**src/source/rob_pkg.sv**
```systemverilog
package rob_pkg;

    localparam int xlen         = 32;
    localparam int reg_bits     = 5;
    localparam int max_tag_bits = 4;

    typedef enum logic [1:0] {
        kind_alu    = 2'd0,
        kind_branch = 2'd1,
        kind_store  = 2'd2
    } op_kind_t;

    // from the front end at allocation
    typedef struct packed {
        logic [reg_bits-1:0] rd;
        op_kind_t            kind;
        logic                pred_taken;
    } alloc_req_t;

    // one-cycle completion report from execute
    typedef struct packed {
        logic                    valid;
        logic [max_tag_bits-1:0] tag;
        logic [xlen-1:0]         data;
        logic                    taken;
        logic [xlen-1:0]         target;
    } exec_result_t;

    typedef struct packed {
        logic                    valid;
        logic [reg_bits-1:0]     rd;
        logic [xlen-1:0]         data;
        logic [max_tag_bits-1:0] tag;
    } retire_t;

    typedef struct packed {
        logic            valid;
        logic [xlen-1:0] pc;
    } redirect_t;

    // head entry as seen by the commit logic
    typedef struct packed {
        logic                occupied;
        logic                done;
        op_kind_t            kind;
        logic                pred_taken;
        logic                taken;
        logic [reg_bits-1:0] rd;
        logic [xlen-1:0]     data;
        logic [xlen-1:0]     target;
    } rob_entry_t;

endpackage

```
**src/source/rob_table.sv**
```systemverilog
`timescale 1ns/1ps

module rob_table #(
    parameter int rob_depth = 16
) (
    input  logic                                clk,
    input  logic                                rst_n,
    input  logic                                alloc_en,
    input  rob_pkg::alloc_req_t                 alloc,
    output logic                                alloc_grant,
    output logic [rob_pkg::max_tag_bits-1:0]    alloc_tag,
    output logic                                full,
    input  rob_pkg::exec_result_t               exec,
    output rob_pkg::rob_entry_t                 head,
    output logic [rob_pkg::max_tag_bits-1:0]    head_tag,
    input  logic                                retire_en,
    input  logic                                flush
);

    localparam int tag_bits = rob_pkg::max_tag_bits;
    localparam int cnt_bits = rob_pkg::max_tag_bits + 1;
    localparam logic [tag_bits-1:0] last_idx    = tag_bits'(rob_depth - 1);
    localparam logic [cnt_bits-1:0] depth_count = cnt_bits'(rob_depth);

    // control state
    logic [rob_depth-1:0] occupied;
    logic [rob_depth-1:0] done;
    logic [tag_bits-1:0]  head_ptr;
    logic [tag_bits-1:0]  tail_ptr;
    logic [cnt_bits-1:0]  count;

    // payload, qualified by occupied/done
    rob_pkg::op_kind_t          kind_mem   [rob_depth];
    logic                       pred_mem   [rob_depth];
    logic                       taken_mem  [rob_depth];
    logic [rob_pkg::reg_bits-1:0] rd_mem   [rob_depth];
    logic [rob_pkg::xlen-1:0]   data_mem   [rob_depth];
    logic [rob_pkg::xlen-1:0]   target_mem [rob_depth];

    logic [tag_bits-1:0] head_next;
    logic [tag_bits-1:0] tail_next;

    assign head_next = (head_ptr == last_idx) ? '0 : head_ptr + 1'b1;
    assign tail_next = (tail_ptr == last_idx) ? '0 : tail_ptr + 1'b1;

    assign full        = (count == depth_count);
    assign alloc_grant = alloc_en && !full && !flush;
    assign alloc_tag   = tail_ptr;

    always_ff @(posedge clk or negedge rst_n) begin
        if (!rst_n) begin
            occupied <= '0;
            done     <= '0;
            head_ptr <= '0;
            tail_ptr <= '0;
            count    <= '0;
        end else if (flush) begin
            // mispredict drops every younger entry
            occupied <= '0;
            done     <= '0;
            head_ptr <= '0;
            tail_ptr <= '0;
            count    <= '0;
        end else begin
            if (exec.valid) begin
                done[exec.tag] <= 1'b1;
            end
            if (retire_en) begin
                occupied[head_ptr] <= 1'b0;
                done[head_ptr]     <= 1'b0;
                head_ptr           <= head_next;
            end
            if (alloc_grant) begin
                occupied[tail_ptr] <= 1'b1;
                done[tail_ptr]     <= 1'b0;
                tail_ptr           <= tail_next;
            end
            case ({alloc_grant, retire_en})
                2'b10:   count <= count + 1'b1;
                2'b01:   count <= count - 1'b1;
                default: count <= count;
            endcase
        end
    end

    always_ff @(posedge clk) begin
        if (alloc_grant) begin
            kind_mem[tail_ptr] <= alloc.kind;
            pred_mem[tail_ptr] <= alloc.pred_taken;
            rd_mem[tail_ptr]   <= alloc.rd;
        end
        if (exec.valid) begin
            data_mem[exec.tag]   <= exec.data;
            taken_mem[exec.tag]  <= exec.taken;
            target_mem[exec.tag] <= exec.target;
        end
    end

    always_comb begin
        head.occupied   = occupied[head_ptr];
        head.done       = done[head_ptr];
        head.kind       = kind_mem[head_ptr];
        head.pred_taken = pred_mem[head_ptr];
        head.taken      = taken_mem[head_ptr];
        head.rd         = rd_mem[head_ptr];
        head.data       = data_mem[head_ptr];
        head.target     = target_mem[head_ptr];
    end

    assign head_tag = head_ptr;

endmodule

```
**src/source/rob_commit.sv**
```systemverilog
`timescale 1ns/1ps

module rob_commit (
    input  rob_pkg::rob_entry_t                 head,
    input  logic [rob_pkg::max_tag_bits-1:0]    head_tag,
    input  logic                                store_ack,
    output rob_pkg::retire_t                    retire,
    output logic                                retire_en,
    output rob_pkg::redirect_t                  redirect,
    output logic                                flush,
    output logic                                store_commit,
    output logic [rob_pkg::max_tag_bits-1:0]    store_tag
);

    logic is_store;
    logic is_branch;
    logic mispredict;
    logic normal_retire;
    logic store_retire;

    assign is_store  = (head.kind == rob_pkg::kind_store);
    assign is_branch = (head.kind == rob_pkg::kind_branch);

    // only branches carry a meaningful direction
    assign mispredict = is_branch && (head.pred_taken != head.taken);

    assign normal_retire = head.occupied && head.done && !is_store;

    // store waits at the head for the buffer to take it
    assign store_commit = head.occupied && is_store;
    assign store_tag    = head_tag;
    assign store_retire = store_commit && store_ack;

    assign retire_en = normal_retire || store_retire;
    assign flush     = normal_retire && mispredict;

    always_comb begin
        retire.valid = retire_en;
        retire.rd    = is_store ? '0 : head.rd;
        retire.data  = head.data;
        retire.tag   = head_tag;
    end

    always_comb begin
        redirect.valid = flush;
        redirect.pc    = head.target;
    end

endmodule

```
**src/source/reg_status.sv**
```systemverilog
`timescale 1ns/1ps

module reg_status (
    input  logic                                clk,
    input  logic                                rst_n,
    input  logic                                rename_en,
    input  logic [rob_pkg::reg_bits-1:0]        rename_rd,
    input  logic [rob_pkg::max_tag_bits-1:0]    rename_tag,
    input  rob_pkg::retire_t                    retire,
    input  logic                                flush,
    input  logic [rob_pkg::reg_bits-1:0]        query_reg,
    output logic [rob_pkg::xlen-1:0]            query_data,
    output logic                                query_busy,
    output logic [rob_pkg::max_tag_bits-1:0]    query_tag
);

    localparam int num_regs = 1 << rob_pkg::reg_bits;

    logic [rob_pkg::xlen-1:0]         regs     [num_regs];
    logic [rob_pkg::max_tag_bits-1:0] tags     [num_regs];
    logic [num_regs-1:0]              busy;

    logic write_en;
    logic tag_match;
    logic rename_live;

    // x0 is hardwired, never written or renamed
    assign write_en    = retire.valid && (retire.rd != '0);
    assign tag_match   = busy[retire.rd] && (tags[retire.rd] == retire.tag);
    assign rename_live = rename_en && (rename_rd != '0);

    always_ff @(posedge clk or negedge rst_n) begin
        if (!rst_n) begin
            busy <= '0;
            for (int i = 0; i < num_regs; i++) begin
                regs[i] <= '0;
                tags[i] <= '0;
            end
        end else begin
            if (write_en) begin
                regs[retire.rd] <= retire.data;
            end
            if (flush) begin
                busy <= '0;
            end else begin
                // older retire must not clear a newer rename
                if (write_en && tag_match) begin
                    busy[retire.rd] <= 1'b0;
                end
                // rename wins on the same register
                if (rename_live) begin
                    busy[rename_rd] <= 1'b1;
                    tags[rename_rd] <= rename_tag;
                end
            end
        end
    end

    assign query_data = regs[query_reg];
    assign query_busy = busy[query_reg];
    assign query_tag  = tags[query_reg];

endmodule

```
**src/source/rob_retire_top.sv**
```systemverilog
`timescale 1ns/1ps

module rob_retire_top #(
    parameter int rob_depth = 16
) (
    input  logic                                clk,
    input  logic                                rst_n,
    input  logic                                alloc_en,
    input  rob_pkg::alloc_req_t                 alloc,
    output logic                                alloc_grant,
    output logic [rob_pkg::max_tag_bits-1:0]    alloc_tag,
    output logic                                full,
    input  rob_pkg::exec_result_t               exec,
    input  logic                                store_ack,
    output logic                                store_commit,
    output logic [rob_pkg::max_tag_bits-1:0]    store_tag,
    output rob_pkg::retire_t                    retire,
    output rob_pkg::redirect_t                  redirect,
    input  logic [rob_pkg::reg_bits-1:0]        query_reg,
    output logic [rob_pkg::xlen-1:0]            query_data,
    output logic                                query_busy,
    output logic [rob_pkg::max_tag_bits-1:0]    query_tag
);

    rob_pkg::rob_entry_t              head;
    logic [rob_pkg::max_tag_bits-1:0] head_tag;
    logic                             retire_en;
    logic                             flush;

    rob_table #(
        .rob_depth (rob_depth)
    ) rob_table_inst (
        .clk         (clk),
        .rst_n       (rst_n),
        .alloc_en    (alloc_en),
        .alloc       (alloc),
        .alloc_grant (alloc_grant),
        .alloc_tag   (alloc_tag),
        .full        (full),
        .exec        (exec),
        .head        (head),
        .head_tag    (head_tag),
        .retire_en   (retire_en),
        .flush       (flush)
    );

    rob_commit rob_commit_inst (
        .head         (head),
        .head_tag     (head_tag),
        .store_ack    (store_ack),
        .retire       (retire),
        .retire_en    (retire_en),
        .redirect     (redirect),
        .flush        (flush),
        .store_commit (store_commit),
        .store_tag    (store_tag)
    );

    // rename straight from the granted allocation
    reg_status reg_status_inst (
        .clk        (clk),
        .rst_n      (rst_n),
        .rename_en  (alloc_grant),
        .rename_rd  (alloc.rd),
        .rename_tag (alloc_tag),
        .retire     (retire),
        .flush      (flush),
        .query_reg  (query_reg),
        .query_data (query_data),
        .query_busy (query_busy),
        .query_tag  (query_tag)
    );

endmodule

```
**config.mk**
```make
export PLATFORM = sky130hd
export DESIGN_NAME = rob_retire_top
export DESIGN_NICKNAME = d
export VERILOG_FILES = /design/src/source/rob_pkg.sv /design/src/source/rob_table.sv /design/src/source/rob_commit.sv /design/src/source/reg_status.sv /design/src/source/rob_retire_top.sv
export SDC_FILE = /design/constraint.sdc
export NUM_CORES = 2
export LEC_CHECK = 0
export BUFFER_PORTS_ARGS = -buffer_cell sky130_fd_sc_hd__buf_2
export CORE_MARGIN = 4
export CORE_UTILIZATION = 35
export CTS_CLUSTER_SIZE = 16
export DETAILED_ROUTE_END_ITERATION = 10
export SYNTH_ARGS = -nofsm -noshare
export SYNTH_HDL_FRONTEND = slang
export SYNTH_SLANG_ARGS = --single-unit
```
**constraint.sdc**
```tcl
create_clock -name clk -period 7.85 [get_ports clk]
set_clock_uncertainty 0.2 [all_clocks]
set_input_delay 1.57 -clock clk [delete_from_list [all_inputs] [get_ports clk]]
set_output_delay 1.57 -clock clk [all_outputs]
set_load 0.02 [all_outputs]
```
# [Word level (Yosys, flattened, before mapping)]
# Memory sizes are Yosys's and may differ from the RTL's.
# Cells that the tools add are included.
[word_totals] regBits=1229 mem_bits_rw=1168 in_bits=87 elab_cells=208 n_memories=6
[mem_list] name="rob_table_inst.data_mem" depth=16 word_bits=32 read_ports=1 rd_ports_with_merged_regs=0 wr=1 line_no="rob_table.sv:37" rtl="logic [rob_pkg::xlen-1:0] data_mem [rob_depth];"
[mem_list] name="rob_table_inst.target_mem" depth=16 word_bits=32 read_ports=1 rd_ports_with_merged_regs=0 wr=1 line_no="rob_table.sv:38" rtl="logic [rob_pkg::xlen-1:0] target_mem [rob_depth];"
[mem_list] name="rob_table_inst.rd_mem" depth=16 word_bits=5 read_ports=1 rd_ports_with_merged_regs=0 wr=1 line_no="rob_table.sv:36" rtl="logic [rob_pkg::reg_bits-1:0] rd_mem [rob_depth];"
[mem_list] name="rob_table_inst.kind_mem" depth=16 word_bits=2 read_ports=1 rd_ports_with_merged_regs=0 wr=1 line_no="rob_table.sv:33" rtl="rob_pkg::op_kind_t kind_mem [rob_depth];"
[mem_list] name="rob_table_inst.pred_mem" depth=16 word_bits=1 read_ports=1 rd_ports_with_merged_regs=0 wr=1 line_no="rob_table.sv:34" rtl="logic pred_mem [rob_depth];"
[mem_list] name="rob_table_inst.taken_mem" depth=16 word_bits=1 read_ports=1 rd_ports_with_merged_regs=0 wr=1 line_no="rob_table.sv:35" rtl="logic taken_mem [rob_depth];"
[classes] add_sub_neg=4 order_cmp=16 n_eq_ne=9 mux=60 bitwise_logic=14 reduce_logical=29
[op_table] operator="$bwmux 1024" count=1
[op_table] operator="$mux 32" count=7
[op_table] operator="$bmux 32 s5" count=1
[op_table] operator="$demux 32 s5" count=1
[op_table] operator="$mux 16" count=10
[op_table] operator="$bwmux 128" count=1
[op_table] operator="$and 16x16->16" count=3
[op_table] operator="$mux 4" count=11
[op_table] operator="$bmux 4 s5" count=2
[op_table] operator="$and 32x32->32" count=1
[op_table] operator="$not 16->16" count=2
[op_table] operator="$not 32->32" count=1
[op_table] operator="$or 16x16->16" count=2
[op_table] operator="$or 32x32->32" count=1
[op_table] operator="$demux 4 s5" count=1
[op_table] operator="$logic_and 1x1->1" count=19
[op_table] operator="$ge 6x6->1 const B" count=3
[op_table] operator="$lt 5x6->1 const B" count=3
[op_table] operator="$not 5->6" count=3
[op_table] operator="$lt 4x5->1 const B" count=3
[op_table] operator="$mux 1" count=13
[op_table] operator="$demux 1 s4" count=3
[op_table] operator="$ge 4x1->1 const B" count=3
[op_table] operator="$lt 6x1->1 const B" count=2
[op_table] operator="other kinds (22)" count=35

# [Depth between registers and ports, before layout]
# An unclocked memory read counts as a cell.
[logic_depth] depth_word=15 ltp_mapped=20 depth_no_buf=16

# [By module]
# A second synthesis with hierarchy kept.
[hier_totals] hier_cells=5456 hier_area_um2=102295.6
[modules_own_cells] module="reg_status" instances=1 cells_per_inst=3446 area_each_um2=55029.0 seq_area_each_um2=29628.4
[modules_own_cells] module="rob_table" instances=1 cells_per_inst=1923 area_each_um2=46617.2 seq_area_each_um2=36199.7
[modules_own_cells] module="rob_commit" instances=1 cells_per_inst=87 area_each_um2=649.4 seq_area_each_um2=0.0

# [Least setup slack after synthesis]
# Ideal clock, no wire load.
[synth_timing] path_type="input to register" startpoint="input port exec[68] (netlist name)" endpoint="register rob_table_inst.done[0]" arrival_time_ns=8.785 required_ns=7.531 slack_ns=-1.254 path_stages=4 n_path_buf=1 cell_sequence="clkbuf_1 > nor4_1 > o21ai_0 > a311oi_1"
[synth_via] elab_chain_cells=13 word_cells_on_any_way=14 classes_between="order compare: 2; mux: 8; bitwise: 3; reduce/logical: 1"
[synth_rtl] element="start: declaration" line_no="rob_retire_top.sv:13" rtl="input rob_pkg::exec_result_t exec,"
[synth_rtl] element="$lt 4x5->1 (not written as such) / $ge 4x1->1 (equally long branches)" line_no="rob_table.sv:66" rtl="done[exec.tag] <= 1'b1;"
[synth_rtl] element="$logic_and 1x1->1 (not written as such)" line_no="rob_table.sv:66"
[synth_rtl] element="$mux 1 (not written as such)" line_no="rob_table.sv:66"
[synth_rtl] element="$demux 1 s4 (*)"
[synth_rtl] element="$or 16x16->16 (no line) (*)"
[synth_rtl] element="$mux 16 (*)" line_no="rob_table.sv:65" rtl="if (exec.valid) begin"
[synth_rtl] element="$mux 16 (*)" line_no="rob_table.sv:57" rtl="end else if (flush) begin"
[synth_rtl] element="$and 16x16->16 (no line)"
[synth_rtl] element="$mux 16 (*)" line_no="rob_table.sv:68" rtl="if (retire_en) begin"
[synth_rtl] element="$mux 16 (*)" line_no="rob_table.sv:57"
[synth_rtl] element="$and 16x16->16 (no line)"
[synth_rtl] element="$mux 16 (*)" line_no="rob_table.sv:73" rtl="if (alloc_grant) begin"
[synth_rtl] element="$mux 16 (*)" line_no="rob_table.sv:57"
[synth_rtl] element="end signal: assignment" line_no="rob_table.sv:60" rtl="done <= '0;"
[synth_rtl] element="end signal: indexed assignment" line_no="rob_table.sv:66"
[synth_rtl] element="end signal: indexed assignment" line_no="rob_table.sv:75" rtl="done[tail_ptr] <= 1'b0;"
[synth_rtl] element="end: declaration" line_no="rob_table.sv:27" rtl="logic [rob_depth-1:0] done;"
# Every way passes the cells marked *; elsewhere a longest branch is shown, timed or not. The select of a mux whose other input is x is not followed.
# A chain may end at the register's enable or synchronous reset.

==> results.txt <==
Total die area = 297500 um^2
Critical path's slowest cell = buf_4
Root Buffer = clkbuf_16
Tightest Pin Transition = 1.379 ns
Async S/R FF share, synth = 51.27%
Peak supply drop = 0.3144 mV
Antenna Violating Nets Remaining = 0
CTS Sinks = 2397
Vias per cell = 5.495
Critical path fanouts, max = 65
Antenna violations before repair = 60
HP Class = reg -> reg
Vias = 52400
WL/cell = 27.91 um
Post-synth EDFFs = 1168
P per Cell Area = 357.8 nW/um^2
F_max = 148.7 MHz
Final Max Tran Viols = 0
Initial Util = 35.12%
Post-CTS Setup Bufs = 0
Clk Latency, worst-skew pair = 0.89 ns
Yosys reg bits = 2397
Grt ovf = 0
Status = finished, final reports clean
Rel. slew slack = 7.751%
Worst Setup Path Type = reg -> out
Number of gates resized after cts = 0
Post-DP HPWL = 151400 um
Dpl cell area = 106900 um^2
Yosys warning count = 0
Inserted Clock Buffers = 243
Syn Nets = 5499
GPL Wtd Cong = 0.8174
DRT iter0 DRCs = 4657
DRC errors left = 0
Hold Violations, Final = 0
First-pass GRT wire length = 392800 um
Area grow syn2layout = 13.61%
Core area = 287900 um^2
Met2 Use GR = 28.27%
CTS Buffer Depth = 4
Global-route met1 utilization = 24.75%
Synth cell types = 65
Worst setup SP type = flip-flop
CP bufs+invs = 3
Period utilization = 85.64%
Post-synthesis sequential area ratio = 65.11%
Final #Nets = 5642
Pin count of the biggest net entering global routing = 176
Rows = 197
# fillers = 25670
Die Y = 545.5 um
Port-buffer cells = 209
GRT busiest layer = met2
Predominant post-synthesis flop cell = dfrtp_1
Final WL = 266100 um
Clock transition at path regs = 0.06 ns
Leakage = 0.04482 uW
Post-Syn Area per Cell = 18.73 um^2
Max_cap viols = 0
Synth Cell Area = 101100 um^2
Crit end category = output pin
Final instance area = 114900 um^2
WP data arrival = 4.95 ns
Layout Utilization = 39.90%
Die X = 545.5 um
Delay-heaviest family, CP = buffers and inverters
Post-layout min period = 6.723 ns
Total track usage = 17.65%
Met3 Resource Use GR = 3.861%
Setup_tns = 0 ns
H-Tree Level Count = 4
RSZ-0062 raised after global routing = false
Setup violators final = 0
# IOs = 210
Post-CTS Hold Buffers = 0
Share of cells above drive strength 1 = 46.44%
CP Cell Sequence = buf_4 > buf_4 > mux4_2 > mux4_2 > buf_2
WP data required = 6.08 ns
Cell count after synthesis = 5399
First drt pass iteration count = 6
CTS tree = built
Number of global-route vias before repair = 55460
Max incr delay on CP = 0.91 ns
## cell type report
type,instances,area (um^2),area share [%]
clock inverters,90,982.2,0.8551
well taps,3781,4731,4.119
multi-input cells,2506,33550,29.21
diodes,21,52.55,0.04575
flip-flops and latches,2397,65840,57.32
inverters,29,108.9,0.09477
repair buffers,365,2664,2.319
clock buffers,347,6925,6.029
## final timing paths
kind / startpoint / to / slack [ns] / cells after the start
worst max-delay path: rob_table_inst.head_tag[1]$_DFFE_PN0P_ / retire[35] / 1.13 / 5
worst min-delay path: reg_status_inst.regs[996]$_DFFE_PN0P_ / reg_status_inst.regs[996]$_DFFE_PN0P_ / 0.17 / 0
worst max register to register: rob_table_inst.head_tag[0]$_DFFE_PN0P_ / reg_status_inst.regs[49]$_DFFE_PN0P_ / 1.87 / 12
worst min register to register: reg_status_inst.regs[996]$_DFFE_PN0P_ / reg_status_inst.regs[996]$_DFFE_PN0P_ / 0.17 / 0
max in group asynchronous: rst_n / reg_status_inst.regs[46]$_DFFE_PN0P_ / 5.24 / 3
min in group asynchronous: rst_n / reg_status_inst.regs[966]$_DFFE_PN0P_ / 0.54 / 1
## per-layer routing
| layer | wire length (um) | part of all wire (%) |
|---|---|---|
| met2 | 126900 | 48 |
| met5 | 308 | 0.12 |
| met1 | 115600 | 43 |
| met3 | 17480 | 6.6 |
| met4 | 5944 | 2.2 |
## stage by stage
| step | hold WS [ns] | instances | total power, uW | worst slack, ns |
|---|---|---|---|---|
| after global placement | 0.1604 | 9078 | 29490 | 1.850 |
| final | 0.1727 | 9536 | 41100 | 1.127 |
| after detailed placement | 0.1632 | 9078 | 29770 | 1.826 |
| after global routing | 0.1814 | 9519 | 43010 | 0.6910 |
| after CTS | 0.1760 | 9515 | 41420 | 0.9357 |
| after floorplan | 0.2246 | 5399 | 25090 | 0.3126 |
## synth_stat cells, types with 27 or more instances
cell	n	area share, %
a21oi_1	49	0.24
edfxtp_1	1168	35
nand3_1	40	0.20
mux2i_1	29	0.29
dfrtp_1	1229	30
o221ai_1	27	0.23
clkbuf_1	283	1.1
mux4_2	741	17
inv_1	29	0.11
nand2_1	82	0.30
mux2_2	1132	13
buf_2	104	0.51
nor2_1	116	0.43
o21ai_0	42	0.21
buf_1	64	0.24
nor3_1	41	0.20
## logic make-up (layout without fill, tap and decap cells)
logic type	Yosys count	after routing	synth area share, %
flip-flops	2397	2397	65.11
multiplexers	1902	1902	29.40
buffers and inverters	496	831	2.045
AND/OR/NAND/NOR	351	351	1.636
AO/OA/AOI/OAI	229	229	1.540
adder cells (fa/ha/maj)	13	13	0.1683
XOR/XNOR	11	11	0.09529
other	0	21	0
## registers in the layout, indices dropped and copies added, names as in the netlist
name,count
rob_table_inst.occupied,16
rob_table_inst.target_mem,512
reg_status_inst.regs,1024
rob_table_inst.pred_mem,16
rob_table_inst.done,16
rob_table_inst.kind_mem,32
rob_table_inst.taken_mem,16
reg_status_inst.busy,32
rob_table_inst.data_mem,512
rob_table_inst.alloc_tag,4
rob_table_inst.count,5
rob_table_inst.head_tag,4
reg_status_inst.tags,128
rob_table_inst.rd_mem,80
## power by group
group | internal (uW) | switching [uW] | leakage (uW)
logic | 5430 | 8010 | 0.0137
registers | 14900 | 1160 | 0.0272
clock network | 6750 | 4820 | 0.00388
## layout by cell type, fill, tap and decap left out, drive strengths merged, types with 30 or more instances in the layout
| master | instances |
|---|---|
| mux4 | 741 |
| a22oi | 30 |
| nor2 | 117 |
| edfxtp | 1168 |
| nand3 | 42 |
| o21ai | 44 |
| buf | 365 |
| nand2 | 85 |
| inv | 34 |
| mux2 | 1132 |
| clkinv | 59 |
| clkbuf | 347 |
| dfrtp | 1229 |
| nor3 | 41 |
| a21oi | 50 |
No activity file was read; power rests on OpenSTA's default activity.
